==> config.mk <==
export PLATFORM = sky130hd
export DESIGN_NAME = adc_fifo_top
export DESIGN_NICKNAME = d
export VERILOG_FILES = /design/src/adc_capture_pkg.sv /design/src/adc_regs_pkg.sv /design/src/sample_wr_if.sv /design/src/adc_sample_packer.sv /design/src/sample_fifo.sv /design/src/fifo_byte_reader.sv /design/src/capture_ctrl_regs.sv /design/src/adc_fifo_top.sv
export SDC_FILE = /design/constraint.sdc
export NUM_CORES = 2
export LEC_CHECK = 0
export ABC_CLOCK_PERIOD_IN_PS = 7450
export BUFFER_PORTS_ARGS = -buffer_cell sky130_fd_sc_hd__buf_2
export CAP_MARGIN = 10
export CORE_MARGIN = 2
export CORE_UTILIZATION = 40
export CTS_CLUSTER_DIAMETER = 60
export DETAILED_ROUTE_END_ITERATION = 8
export PLACE_DENSITY = 0.55
export SLEW_MARGIN = 10
export SYNTH_ARGS = -nofsm -noshare
export SYNTH_HDL_FRONTEND = slang
export SYNTH_SLANG_ARGS = --single-unit
==> constraint.sdc <==
create_clock -name adc_sampleclk -period 7.45 [get_ports adc_sampleclk]
set_clock_uncertainty 0.15 [all_clocks]
set_input_delay 0.3725 -clock adc_sampleclk [delete_from_list [all_inputs] [get_ports adc_sampleclk]]
set_output_delay 0.3725 -clock adc_sampleclk [all_outputs]
set_load 0.005 [all_outputs]
==> src/adc_capture_pkg.sv <==
package adc_capture_pkg;

    localparam int SAMPLE_W = 10;  // One ADC sample
    localparam int DS_W     = 13;  // Downsample count
    localparam int CNT_W    = 16;  // Word counts and limits

    // Slot written when the trigger came, 3 means not seen yet
    localparam logic [1:0] NO_TRIGGER_LOC = 2'd3;

    // Three samples per word, trigger slot in the two spare bits
    typedef struct packed {
        logic [1:0]          mergeloc;  // Bits 31:30
        logic [SAMPLE_W-1:0] sample2;   // Bits 29:20
        logic [SAMPLE_W-1:0] sample1;   // Bits 19:10
        logic [SAMPLE_W-1:0] sample0;   // Bits 9:0
    } packed_slots_t;

    // Same FIFO word, seen by the packer as slots and by the reader as bytes
    typedef union packed {
        packed_slots_t   slots;
        logic [3:0][7:0] bytes;  // Byte 0 goes out first
    } fifo_word_u;

endpackage

==> src/adc_regs_pkg.sv <==
package adc_regs_pkg;

    localparam int ADDR_W = 3;   // Word index
    localparam int DATA_W = 32;

    // Register map
    localparam logic [ADDR_W-1:0] REG_CTRL       = 3'd0;
    localparam logic [ADDR_W-1:0] REG_PRESAMPLE  = 3'd1;
    localparam logic [ADDR_W-1:0] REG_DOWNSAMPLE = 3'd2;
    localparam logic [ADDR_W-1:0] REG_POSTWORDS  = 3'd3;
    localparam logic [ADDR_W-1:0] REG_STATUS     = 3'd4;  // Read only

    // Control fields
    localparam int CTRL_ARM_BIT    = 0;
    localparam int CTRL_STREAM_BIT = 1;

    // Status fields, word count sits in the low bits
    localparam int STAT_OVF_BIT  = 16;
    localparam int STAT_STOP_BIT = 17;

endpackage

==> src/sample_wr_if.sv <==
interface sample_wr_if;

    adc_capture_pkg::fifo_word_u       word;        // Packed word to store
    logic                              wr_en;       // One pulse per word
    logic [adc_capture_pkg::CNT_W-1:0] keep_limit;  // Pre-trigger word limit
    logic                              ring_mode;   // Drop head at limit
    logic [adc_capture_pkg::CNT_W-1:0] count;       // Words held
    logic                              full;
    logic                              overflow;    // Sticky, lost write

    modport packer (
        output word, wr_en, keep_limit, ring_mode,
        input  count, full, overflow
    );

    modport fifo (
        input  word, wr_en, keep_limit, ring_mode,
        output count, full, overflow
    );

endinterface

==> src/adc_sample_packer.sv <==
module adc_sample_packer (
    input  logic                                 adc_sampleclk,
    input  logic                                 fifo_rst,
    input  logic                                 flush_i,
    input  logic [adc_capture_pkg::SAMPLE_W-1:0] adc_data_i,
    input  logic                                 write_mask_i,
    input  logic                                 capture_go_i,
    input  logic                                 stream_mode_i,
    input  logic [adc_capture_pkg::DS_W-1:0]     downsample_i,
    input  logic [adc_capture_pkg::CNT_W-1:0]    presample_i,
    input  logic [adc_capture_pkg::CNT_W-1:0]    post_words_i,
    output logic                                 stop_o,
    sample_wr_if.packer                          wr
);

    logic [adc_capture_pkg::DS_W-1:0]     ds_cnt;
    logic                                 keep;
    logic                                 keep_q;
    logic [adc_capture_pkg::SAMPLE_W-1:0] sample_q;
    logic [1:0]                           slot_cnt;   // Slot to fill next
    logic [1:0]                           mergeloc;
    logic [adc_capture_pkg::SAMPLE_W-1:0] slot0, slot1, slot2;
    logic                                 write_ok;
    logic                                 stop_norm;  // Post-trigger quota reached
    logic [adc_capture_pkg::CNT_W-1:0]    post_cnt;

    assign keep = write_mask_i && (ds_cnt == downsample_i);

    // Free-running skip counter, wraps at downsample value
    always_ff @(posedge adc_sampleclk) begin
        if (fifo_rst || flush_i) begin
            ds_cnt <= '0;
        end else if (ds_cnt == downsample_i) begin
            ds_cnt <= '0;
        end else begin
            ds_cnt <= ds_cnt + 1'b1;
        end
    end

    always_ff @(posedge adc_sampleclk) begin
        if (fifo_rst) begin
            keep_q <= 1'b0;
        end else begin
            keep_q <= keep;
        end
    end

    always_ff @(posedge adc_sampleclk) begin
        sample_q <= adc_data_i;  // Payload, no reset
        if (keep_q) begin
            case (slot_cnt)
                2'd0:    slot0 <= sample_q;
                2'd1:    slot1 <= sample_q;
                default: slot2 <= sample_q;
            endcase
        end
    end

    // Slot counter 0,1,2
    always_ff @(posedge adc_sampleclk) begin
        if (fifo_rst || flush_i) begin
            slot_cnt <= 2'd0;
        end else if (keep_q) begin
            slot_cnt <= (slot_cnt == 2'd2) ? 2'd0 : slot_cnt + 1'b1;
        end
    end

    // Trigger slot, latched on first cycle with go high
    always_ff @(posedge adc_sampleclk) begin
        if (fifo_rst || !capture_go_i) begin
            mergeloc <= adc_capture_pkg::NO_TRIGGER_LOC;
        end else if (mergeloc == adc_capture_pkg::NO_TRIGGER_LOC) begin
            mergeloc <= slot_cnt;
        end
    end

    // Stream mode holds off until trigger; stop blocks everything
    assign write_ok = !stop_o && (!stream_mode_i || capture_go_i);

    always_ff @(posedge adc_sampleclk) begin
        if (fifo_rst || flush_i) begin
            wr.wr_en <= 1'b0;
        end else begin
            wr.wr_en <= keep_q && (slot_cnt == 2'd2) && write_ok;  // Word complete
        end
    end

    // Count words after trigger
    always_ff @(posedge adc_sampleclk) begin
        if (fifo_rst || !capture_go_i) begin
            post_cnt  <= '0;
            stop_norm <= 1'b0;
        end else if (wr.wr_en) begin
            post_cnt <= post_cnt + 1'b1;
            if ((post_cnt + 1'b1) == post_words_i) begin
                stop_norm <= 1'b1;  // Sticks until go falls
            end
        end
    end

    assign stop_o = stream_mode_i ? wr.overflow : stop_norm;

    always_comb begin
        wr.word.slots.mergeloc = mergeloc;
        wr.word.slots.sample2  = slot2;
        wr.word.slots.sample1  = slot1;
        wr.word.slots.sample0  = slot0;
    end

    assign wr.keep_limit = presample_i;
    assign wr.ring_mode  = !stream_mode_i && !capture_go_i;  // Pre-trigger ring

    slot_cnt_range: assert property (@(posedge adc_sampleclk) disable iff (fifo_rst)
        slot_cnt != 2'd3);

endmodule

==> src/sample_fifo.sv <==
module sample_fifo #(
    parameter int FIFO_DEPTH = 64
) (
    input  logic                        adc_sampleclk,
    input  logic                        fifo_rst,
    input  logic                        flush_i,
    input  logic                        pop_i,
    output adc_capture_pkg::fifo_word_u head_o,
    output logic                        empty_o,
    sample_wr_if.fifo                   wr
);

    localparam int PTR_W = $clog2(FIFO_DEPTH);

    adc_capture_pkg::fifo_word_u mem [FIFO_DEPTH];
    logic [PTR_W-1:0]            wr_ptr, rd_ptr;  // Wrap on power of two
    logic                        at_limit;
    logic                        drop;
    logic                        push;
    logic                        pop;
    logic                        lost;

    assign empty_o  = (wr.count == '0);
    assign wr.full  = (wr.count == FIFO_DEPTH);
    assign at_limit = wr.ring_mode && (wr.count == wr.keep_limit);

    assign drop = wr.wr_en && at_limit && !empty_o;  // Ring drops oldest word
    // Zero limit in ring mode discards the new word instead
    assign push = wr.wr_en && !(at_limit && empty_o) && (!wr.full || drop);
    assign pop  = pop_i || drop;
    assign lost = wr.wr_en && wr.full && !drop;

    assign head_o = mem[rd_ptr];

    always_ff @(posedge adc_sampleclk) begin
        if (push) begin
            mem[wr_ptr] <= wr.word;
        end
    end

    always_ff @(posedge adc_sampleclk) begin
        if (fifo_rst || flush_i) begin
            wr_ptr   <= '0;
            rd_ptr   <= '0;
            wr.count <= '0;
        end else begin
            if (push) wr_ptr <= wr_ptr + 1'b1;
            if (pop)  rd_ptr <= rd_ptr + 1'b1;
            case ({push, pop})
                2'b10:   wr.count <= wr.count + 1'b1;
                2'b01:   wr.count <= wr.count - 1'b1;
                default: wr.count <= wr.count;  // Both or neither
            endcase
        end
    end

    // Sticky until flush
    always_ff @(posedge adc_sampleclk) begin
        if (fifo_rst || flush_i) begin
            wr.overflow <= 1'b0;
        end else if (lost) begin
            wr.overflow <= 1'b1;
        end
    end

    count_bound: assert property (@(posedge adc_sampleclk) disable iff (fifo_rst)
        wr.count <= FIFO_DEPTH);

    // Host pop comes from the reader, which gates on empty
    no_pop_empty: assert property (@(posedge adc_sampleclk) disable iff (fifo_rst)
        pop_i |-> !empty_o);

endmodule

==> src/fifo_byte_reader.sv <==
module fifo_byte_reader (
    input  logic                        adc_sampleclk,
    input  logic                        fifo_rst,
    input  logic                        flush_i,
    input  logic                        rd_i,
    input  adc_capture_pkg::fifo_word_u head_i,
    input  logic                        fifo_empty_i,
    input  logic                        stream_mode_i,
    input  logic                        stop_i,
    output logic                        pop_o,
    output logic [7:0]                  byte_o,
    output logic                        empty_o
);

    logic [3:0] pos;       // One-hot byte position
    logic [7:0] sel_byte;

    // Normal mode: nothing readable until capture stops
    assign empty_o = fifo_empty_i || (!stream_mode_i && !stop_i);
    assign pop_o   = rd_i && pos[3];  // Fourth byte done

    always_comb begin
        sel_byte = '0;
        for (int i = 0; i < 4; i++) begin
            if (pos[i]) sel_byte = sel_byte | head_i.bytes[i];
        end
    end

    always_ff @(posedge adc_sampleclk) begin
        if (fifo_rst || flush_i) begin
            pos <= 4'b0001;
        end else if (rd_i) begin
            pos <= {pos[2:0], pos[3]};
        end
    end

    always_ff @(posedge adc_sampleclk) begin
        if (fifo_rst) begin
            byte_o <= '0;
        end else if (rd_i) begin
            byte_o <= sel_byte;  // Held until next strobe
        end
    end

    rd_not_empty: assert property (@(posedge adc_sampleclk) disable iff (fifo_rst)
        rd_i |-> !empty_o);

endmodule

==> src/capture_ctrl_regs.sv <==
module capture_ctrl_regs (
    input  logic                                  adc_sampleclk,
    input  logic                                  fifo_rst,
    input  logic                                  wb_cyc_i,
    input  logic                                  wb_stb_i,
    input  logic                                  wb_we_i,
    input  logic [adc_regs_pkg::ADDR_W-1:0]       wb_adr_i,
    input  logic [adc_regs_pkg::DATA_W-1:0]       wb_dat_i,
    input  logic [adc_capture_pkg::CNT_W-1:0]     fifo_count_i,
    input  logic                                  overflow_i,
    input  logic                                  stop_i,
    output logic                                  wb_ack_o,
    output logic [adc_regs_pkg::DATA_W-1:0]       wb_dat_o,
    output logic                                  stream_mode_o,
    output logic [adc_capture_pkg::DS_W-1:0]      downsample_o,
    output logic [adc_capture_pkg::CNT_W-1:0]     presample_o,
    output logic [adc_capture_pkg::CNT_W-1:0]     post_words_o,
    output logic                                  flush_o
);

    logic                              req;   // New request, not yet acked
    logic                              arm;
    logic                              arm_d, arm_dd;
    logic [adc_regs_pkg::DATA_W-1:0]   ctrl_word;
    logic [adc_regs_pkg::DATA_W-1:0]   status_word;

    assign req = wb_cyc_i && wb_stb_i && !wb_ack_o;

    always_comb begin
        ctrl_word = '0;
        ctrl_word[adc_regs_pkg::CTRL_ARM_BIT]    = arm;
        ctrl_word[adc_regs_pkg::CTRL_STREAM_BIT] = stream_mode_o;
        status_word = '0;
        status_word[adc_capture_pkg::CNT_W-1:0]    = fifo_count_i;
        status_word[adc_regs_pkg::STAT_OVF_BIT]  = overflow_i;
        status_word[adc_regs_pkg::STAT_STOP_BIT] = stop_i;
    end

    always_ff @(posedge adc_sampleclk) begin
        if (fifo_rst) begin
            wb_ack_o      <= 1'b0;
            arm           <= 1'b0;
            stream_mode_o <= 1'b0;
            downsample_o  <= '0;
            presample_o   <= '0;
            post_words_o  <= '0;
        end else begin
            wb_ack_o <= req;  // Single-cycle ack
            if (req && wb_we_i) begin
                case (wb_adr_i)
                    adc_regs_pkg::REG_CTRL: begin
                        arm           <= wb_dat_i[adc_regs_pkg::CTRL_ARM_BIT];
                        stream_mode_o <= wb_dat_i[adc_regs_pkg::CTRL_STREAM_BIT];
                    end
                    adc_regs_pkg::REG_PRESAMPLE:  presample_o  <= wb_dat_i[15:0];
                    adc_regs_pkg::REG_DOWNSAMPLE: downsample_o <= wb_dat_i[12:0];
                    adc_regs_pkg::REG_POSTWORDS:  post_words_o <= wb_dat_i[15:0];
                    default: ;  // Status and holes ignore writes
                endcase
            end
        end
    end

    // Read data lines up with ack
    always_ff @(posedge adc_sampleclk) begin
        if (req) begin
            case (wb_adr_i)
                adc_regs_pkg::REG_CTRL:       wb_dat_o <= ctrl_word;
                adc_regs_pkg::REG_PRESAMPLE:  wb_dat_o <= 32'(presample_o);
                adc_regs_pkg::REG_DOWNSAMPLE: wb_dat_o <= 32'(downsample_o);
                adc_regs_pkg::REG_POSTWORDS:  wb_dat_o <= 32'(post_words_o);
                adc_regs_pkg::REG_STATUS:     wb_dat_o <= status_word;
                default:                      wb_dat_o <= '0;
            endcase
        end
    end

    // Arm rising edge, flush lands two cycles after ack
    always_ff @(posedge adc_sampleclk) begin
        if (fifo_rst) begin
            arm_d   <= 1'b0;
            arm_dd  <= 1'b0;
            flush_o <= 1'b0;
        end else begin
            arm_d   <= arm;
            arm_dd  <= arm_d;
            flush_o <= arm_d && !arm_dd;
        end
    end

endmodule

==> src/adc_fifo_top.sv <==
module adc_fifo_top #(
    parameter int FIFO_DEPTH = 64
) (
    input  logic                                 adc_sampleclk,
    input  logic                                 fifo_rst,
    input  logic                                 wb_cyc_i,
    input  logic                                 wb_stb_i,
    input  logic                                 wb_we_i,
    input  logic [adc_regs_pkg::ADDR_W-1:0]      wb_adr_i,
    input  logic [adc_regs_pkg::DATA_W-1:0]      wb_dat_i,
    output logic                                 wb_ack_o,
    output logic [adc_regs_pkg::DATA_W-1:0]      wb_dat_o,
    input  logic [adc_capture_pkg::SAMPLE_W-1:0] adc_data_i,
    input  logic                                 write_mask_i,
    input  logic                                 capture_go_i,
    output logic                                 stop_o,
    output logic                                 overflow_o,
    input  logic                                 rd_i,
    output logic [7:0]                           byte_o,
    output logic                                 empty_o
);

    logic                                 flush;
    logic                                 stream_mode;
    logic [adc_capture_pkg::DS_W-1:0]     downsample;
    logic [adc_capture_pkg::CNT_W-1:0]    presample;
    logic [adc_capture_pkg::CNT_W-1:0]    post_words;
    adc_capture_pkg::fifo_word_u          head;
    logic                                 fifo_empty;
    logic                                 pop;

    sample_wr_if wr_if ();

    assign overflow_o = wr_if.overflow;

    capture_ctrl_regs u_regs (
        .adc_sampleclk (adc_sampleclk),
        .fifo_rst      (fifo_rst),
        .wb_cyc_i      (wb_cyc_i),
        .wb_stb_i      (wb_stb_i),
        .wb_we_i       (wb_we_i),
        .wb_adr_i      (wb_adr_i),
        .wb_dat_i      (wb_dat_i),
        .fifo_count_i  (wr_if.count),
        .overflow_i    (wr_if.overflow),
        .stop_i        (stop_o),
        .wb_ack_o      (wb_ack_o),
        .wb_dat_o      (wb_dat_o),
        .stream_mode_o (stream_mode),
        .downsample_o  (downsample),
        .presample_o   (presample),
        .post_words_o  (post_words),
        .flush_o       (flush)
    );

    adc_sample_packer u_packer (
        .adc_sampleclk (adc_sampleclk),
        .fifo_rst      (fifo_rst),
        .flush_i       (flush),
        .adc_data_i    (adc_data_i),
        .write_mask_i  (write_mask_i),
        .capture_go_i  (capture_go_i),
        .stream_mode_i (stream_mode),
        .downsample_i  (downsample),
        .presample_i   (presample),
        .post_words_i  (post_words),
        .stop_o        (stop_o),
        .wr            (wr_if.packer)
    );

    sample_fifo #(
        .FIFO_DEPTH (FIFO_DEPTH)
    ) u_fifo (
        .adc_sampleclk (adc_sampleclk),
        .fifo_rst      (fifo_rst),
        .flush_i       (flush),
        .pop_i         (pop),
        .head_o        (head),
        .empty_o       (fifo_empty),
        .wr            (wr_if.fifo)
    );

    fifo_byte_reader u_reader (
        .adc_sampleclk (adc_sampleclk),
        .fifo_rst      (fifo_rst),
        .flush_i       (flush),
        .rd_i          (rd_i),
        .head_i        (head),
        .fifo_empty_i  (fifo_empty),
        .stream_mode_i (stream_mode),
        .stop_i        (stop_o),
        .pop_o         (pop),
        .byte_o        (byte_o),
        .empty_o       (empty_o)
    );

endmodule

# Word-level counts from Yosys, hierarchy flattened
# Memory sizes are Yosys's and may differ from the RTL's. A register that Yosys moved wholly into a read port is not among the register bits.
# Index checks and enable logic that the tools add are counted.
# Widths: inputs -> output; s select.
[classes]
bitwise = 4
n_eq_ne = 13
n_mux = 12
n_shift = 0
n_div = 0
reduce_logical = 48
add_sub_neg = 7
order_cmp = 0
mul = 0
[op_table]
columns = ["cell", "count"]
rows = [
  ["$pmux 18 s5", 1],
  ["$add 16x1->16 const B", 2],
  ["$eq 16x16->1", 2],
  ["$mux 8", 4],
  ["$pmux 16 s2", 1],
  ["$or 8x8->8", 3],
  ["$logic_and 1x1->1", 19],
  ["$eq 16x7->1 const B", 1],
  ["$logic_not 16->1", 1],
  ["$reduce_and 2->1", 8],
  ["$sub 16x1->16 const B", 1],
  ["$add 13x1->13 const B", 1],
  ["$eq 13x13->1", 1],
  ["$add 6x1->6 const B", 2],
  ["$mux 6", 2],
  ["$logic_not 1->1", 9],
  ["$eq 2x2->1 const B", 3],
  ["$eq 3x2->1 const B", 2],
  ["$logic_or 1x1->1", 6],
  ["$eq 2x1->1 const B", 2],
  ["$reduce_or 2->1", 2],
  ["$eq 3x1->1 const B", 1],
  ["$eq 3x3->1 const B", 1],
  ["$logic_not 3->1", 1],
  ["other kinds (6)", 8],
]
[word_totals]
latchBits = 0
wordCells = 112
inputBits = 53
romBits = 0
regBits = 200
n_memories = 1
output_inout_bits = 44
ram_bits = 2048
[mem_list]
columns = ["name", "depth", "word_bits", "read_ports", "rd_ports_with_merged_regs", "write_ports", "line", "rtl"]
rows = [
  ["u_fifo.mem", 64, 32, 1, 1, 1, "sample_fifo.sv:15", "adc_capture_pkg::fifo_word_u mem [FIFO_DEPTH];"],
]

# Depth between registers and ports, before layout
[depth]
depth_word = 9
depth_mapped = 19
depth_no_buf = 15

# Modules after synthesis
# Synthesis repeated with hierarchy kept, for this count alone.
[hier_totals]
cells_unflattened = 4031
area_unflattened_um2 = 87690.4
[by_module_without_submodules]
columns = ["mod", "area_per_inst_um2", "n_inst", "cells_each", "seq_area_each_um2"]
rows = [
  ["sample_fifo", 80385.8, 1, 3349, 62199.7],
  ["capture_ctrl_regs", 3383.2, 1, 318, 1561.5],
  ["adc_sample_packer", 3333.2, 1, 303, 1821.7],
  ["fifo_byte_reader", 588.1, 1, 61, 240.2],
]

# Least setup slack after synthesis
# OpenSTA, ideal clock, no wires.
[synth_path]
path_kind = "register -> register"
startpoint = "register u_fifo.wr.count[12]"
endpoint = "register u_fifo.wr.count[10]"
setup_ns = 0.074
required_ns = 7.226
synth_period_minus_slack_ns = 5.034
stages_incl_launch_ff = 20
slack_ns = 2.416
path_buffers = 4
arrival_time_ns = 4.810
cell_sequence = "dfxtp_1 -> clkbuf_1 -> nor3_1 -> nand3_1 -> or2_2 -> or4b_1 -> nand3_4 -> ha_1 -> clkbuf_1 -> clkbuf_1 -> buf_1 -> xor2_1 -> ha_1 -> a21boi_0 -> o22ai_1 -> nor3_1 -> o221a_2 -> nand3_1 -> a2111o_1 -> o21ai_0"
[synth_between]
elab_chain_cells = 8
elab_cells_between_ends = 18
classes_between = "eq/ne (4); mux (1); reduce/logical (13)"
[synth_rtl]
columns = ["element", "line", "rtl"]
rows = [
  ["from (decl)", "sample_wr_if.sv:18", "output count, full, overflow"],
  ["from (signal assigned)", "sample_fifo.sv:50", "2'b10: wr.count <= wr.count + 1'b1;"],
  ["from (signal assigned)", "sample_fifo.sv:51", "2'b01: wr.count <= wr.count - 1'b1;"],
  ["from (signal assigned)", "sample_fifo.sv:52", "default: wr.count <= wr.count;"],
  ["$eq 16x16->1", "sample_fifo.sv:25", "assign at_limit = wr.ring_mode && (wr.count == wr.keep_limit);"],
  ["$logic_and 1x1->1", "sample_fifo.sv:25", ""],
  ["$logic_and 1x1->1 (on tied branches)", "sample_fifo.sv:29, sample_fifo.sv:27", ""],
  ["$logic_not 1->1 / $logic_and 1x1->1 (equally long branches)", "sample_fifo.sv:29, sample_fifo.sv:27", ""],
  ["$logic_and 1x1->1 / $logic_or 1x1->1 (equally long branches)", "sample_fifo.sv:29", "assign push = wr.wr_en && !(at_limit && empty_o) && (!wr.full || drop);"],
  ["$logic_and 1x1->1", "sample_fifo.sv:29", ""],
  ["$eq 2x1->1 / $eq 2x2->1 (equally long branches)", "sample_fifo.sv:49", "case ({push, pop})"],
  ["$pmux 16 s2 / $reduce_bool 2->1 (equally long branches)", "--", ""],
]
# Parallel ways exist; a longest one is shown, timed or not.
# A chain may end at the register's enable or synchronous reset.

# Worst setup path in the final report
[layout_path]
startpoint = "register u_fifo.wr.count[6]"
endpoint = "register u_fifo.wr.count[10]"
# Same word-level chain as after synthesis.

==> reports/summary.txt <==
Relative slew slack = 12.2%
Clock slew at reported path FFs = 0.06 ns
Hold Crit Class = input pin to flop
Instance area at placement = 0.0914 sq mm
Post-layout instance area = 0.0989 sq mm
Unrepaired setup endpoints after global routing = no
Outcome = finished clean
Largest net degree at the start of global routing = 104
Routed WL = 236000 um
Final non-filler cell total = 7594
Leakage = 30.0 nW
First-pass GRT wire length = 334000 um
Synthesized area per cell = 20.2 sq um
Core area = 0.217 sq mm
Dpl cells = 7120
Die area = 0.221 sq mm
Fin. max-slew vios = 0
Synth top area share = 72.4%
Ys async rst share = 0%
Setup ws final = 1.76 ns
TritonCTS clock tree = yes
CP Capture Type = flop
Leading cell type in the layout, fill and taps excluded = edfxtp_1
H-tree lvl count = 4
Area contributors post-synth = edfxtp_1 (72%), mux4_2 (13%), dfxtp_1 (3.3%), mux2i_1 (1.0%), nor2_1 (0.89%)
Hold_buf cts = 45
Via-to-Cell Ratio = 5.80
Max_cap viols = 0
Setup TNS Final = 0 ns
Vias = 44073
Number of flops mapped to enable cells by yosys = 2096
Layout cells sized above 1 = 24.6%
Fin nets = 4601
Chip width = 470 um
Final min period = 5.69 ns
Synth unique cells = 80
Worst path required time = 8.08 ns
Maximum buffer depth of the clock tree = 3
Antenna Nets Post-Route = 0
Layout fillers = 18304
Initial core utilization = 40.1%
Nature of the critical path startpoint = flop
CTS Buf Count = 228
Synthesized flop and latch total = 2240
Most frequent cells in the layout = edfxtp_1 (2096), mux4_2 (514), clkbuf_16 (231), nor2_1 (148), buf_4 (140)
Worst vdd ir = 280 uV
Buffers on Ports = 66
Worst EP arrival = 6.32 ns
Post-DP HPWL = 135000 um
Top-Level Pins = 97
Final Hold Viols = 0
Synth Warn # = 0
Starting DRT DRC Count = 5264
Post-CTS resize count = 0
Post-Synthesis Cells = 4311
Pre-antenna DRT Iters = 6
Total global-route track usage = 21.1%
Slew @ Worst Pin = 1.31 ns
Finish-stage setup viols = 0
Post-synthesis sequential area ratio = 75.7%
Average wire per standard cell = 31.1 um
Top FF cell, synth = edfxtp_1
# rows = 171
CP Class = flop to flop
CTS root buffer = clkbuf_16
FMAX = 0.176 GHz
Synthesized area = 0.0869 sq mm
Crit path max fanout = 18
Tot Pwr = 25.0 mW
DRC = 0
Area added between synthesis and finish = 13.8%
Global route overflow = 0
Worst-skew pair later-pin latency = 0.87 ns
Area leader, netlist = edfxtp_1
Die Y = 470 um
Dpl ws = 1.79 ns
Crit share post-route = 76.4%
Initial antenna violation count = 11
Power Density = 253 mW/mm^2
Vias in the first global route = 44007
Clk sinks = 2240
Gpl congestion = 0.818
Postcts setup bufs = 0
## worst max-delay path: stages (launching register included)
cell and delay, ns:
dfxtp_1 0.84, xnor2_2 0.19, nand4_1 0.11, or4_4 0.54, o41ai_2 0.87, ha_1 0.76, xor2_1 0.19, ha_1 0.20
a21boi_0 0.26, o22ai_1 0.18, nor3_1 0.43, o221a_2 0.28, nand3_1 0.10, a2111o_1 0.42, o21ai_0 0.07
## routing by layer
layer | GRT usage (%) | wire length [um] | up-vias
met4 | 4.60 | 4340 | 2
met3 | 3.45 | 16700 | 256
met1 | 31.0 | 103000 | 23866
met5 | 0 | 13 | -
li1 | - | - | 18322
met2 | 33.4 | 112000 | 1627
## cell families after synthesis
group	share of synthesized area [%]
DFF	75.7
xor gates and xnor gates	0.976
buffers and inverters	1.54
muxes	14.6
and+or+nand+nor	3.30
AOI/OAI and AO/OA	3.75
adders and majority gates	0.101
other	0.00431
## flip-flops by register name, indices dropped and copies added, names as in the netlist, 13 cells and up, named ones only
register             cells
u_fifo.mem            2048
u_fifo.wr.count         16
u_packer.ds_cnt         13
u_packer.post_cnt       16
u_regs.downsample_o     13
u_regs.post_words_o     16
u_regs.presample_o      16
u_regs.wb_dat_o         18
## through the flow
stage	util (%)	hold slack, ns
floorplan	-	0.217
global placement	42.2	0.226
detailed placement	42.2	0.222
CTS	45.7	0.00544
global route	45.7	0.0304
finish	45.7	0.0811
## worst paths after layout
| check | from | end | slack (ns) | depth (start not counted) |
|---|---|---|---|---|
| hold reg to reg | u_regs.arm_dd | u_regs.flush_o | 0.23 | 1 |
| hold / removal | rd_i | u_reader.pos[3] | 0.08 | 4 |
| setup / recovery | u_fifo.wr.count[6] | u_fifo.wr.count[10] | 1.76 | 14 |
| setup reg to reg | u_fifo.wr.count[6] | u_fifo.wr.count[10] | 1.76 | 14 |
## Yosys cell counts, types with 47 or more instances
library cell	n
nand2_1	126
mux4_2	514
clkbuf_1	136
a22oi_1	98
mux2i_1	90
a21oi_1	84
o21ai_0	60
nor2_1	206
buf_2	64
edfxtp_1	2096
dfxtp_1	144
nand3_1	49
xnor2_1	48
xor2_1	47
## where the power goes
part	leakage [nW]	internal, mW	switching (mW)	total [mW]
Combinational	6.52	0.105	0.222	0.327
Clock	3.49	6.20	4.78	11.0
Sequential	20.0	13.7	0.0392	13.7
## layout make-up
class	count	area (sq um)	share of cell area (%)
diodes	4	10.0	0.0101
multi-input cells	1798	20300	20.5
inverters	12	45.0	0.0455
clock inverters	129	1010	1.02
repair buffers	261	2030	2.05
flip-flops and latches	2240	65800	66.6
clock buffers	296	6090	6.16
well taps	2854	3570	3.61
No activity file was read; power rests on OpenSTA's default activity.
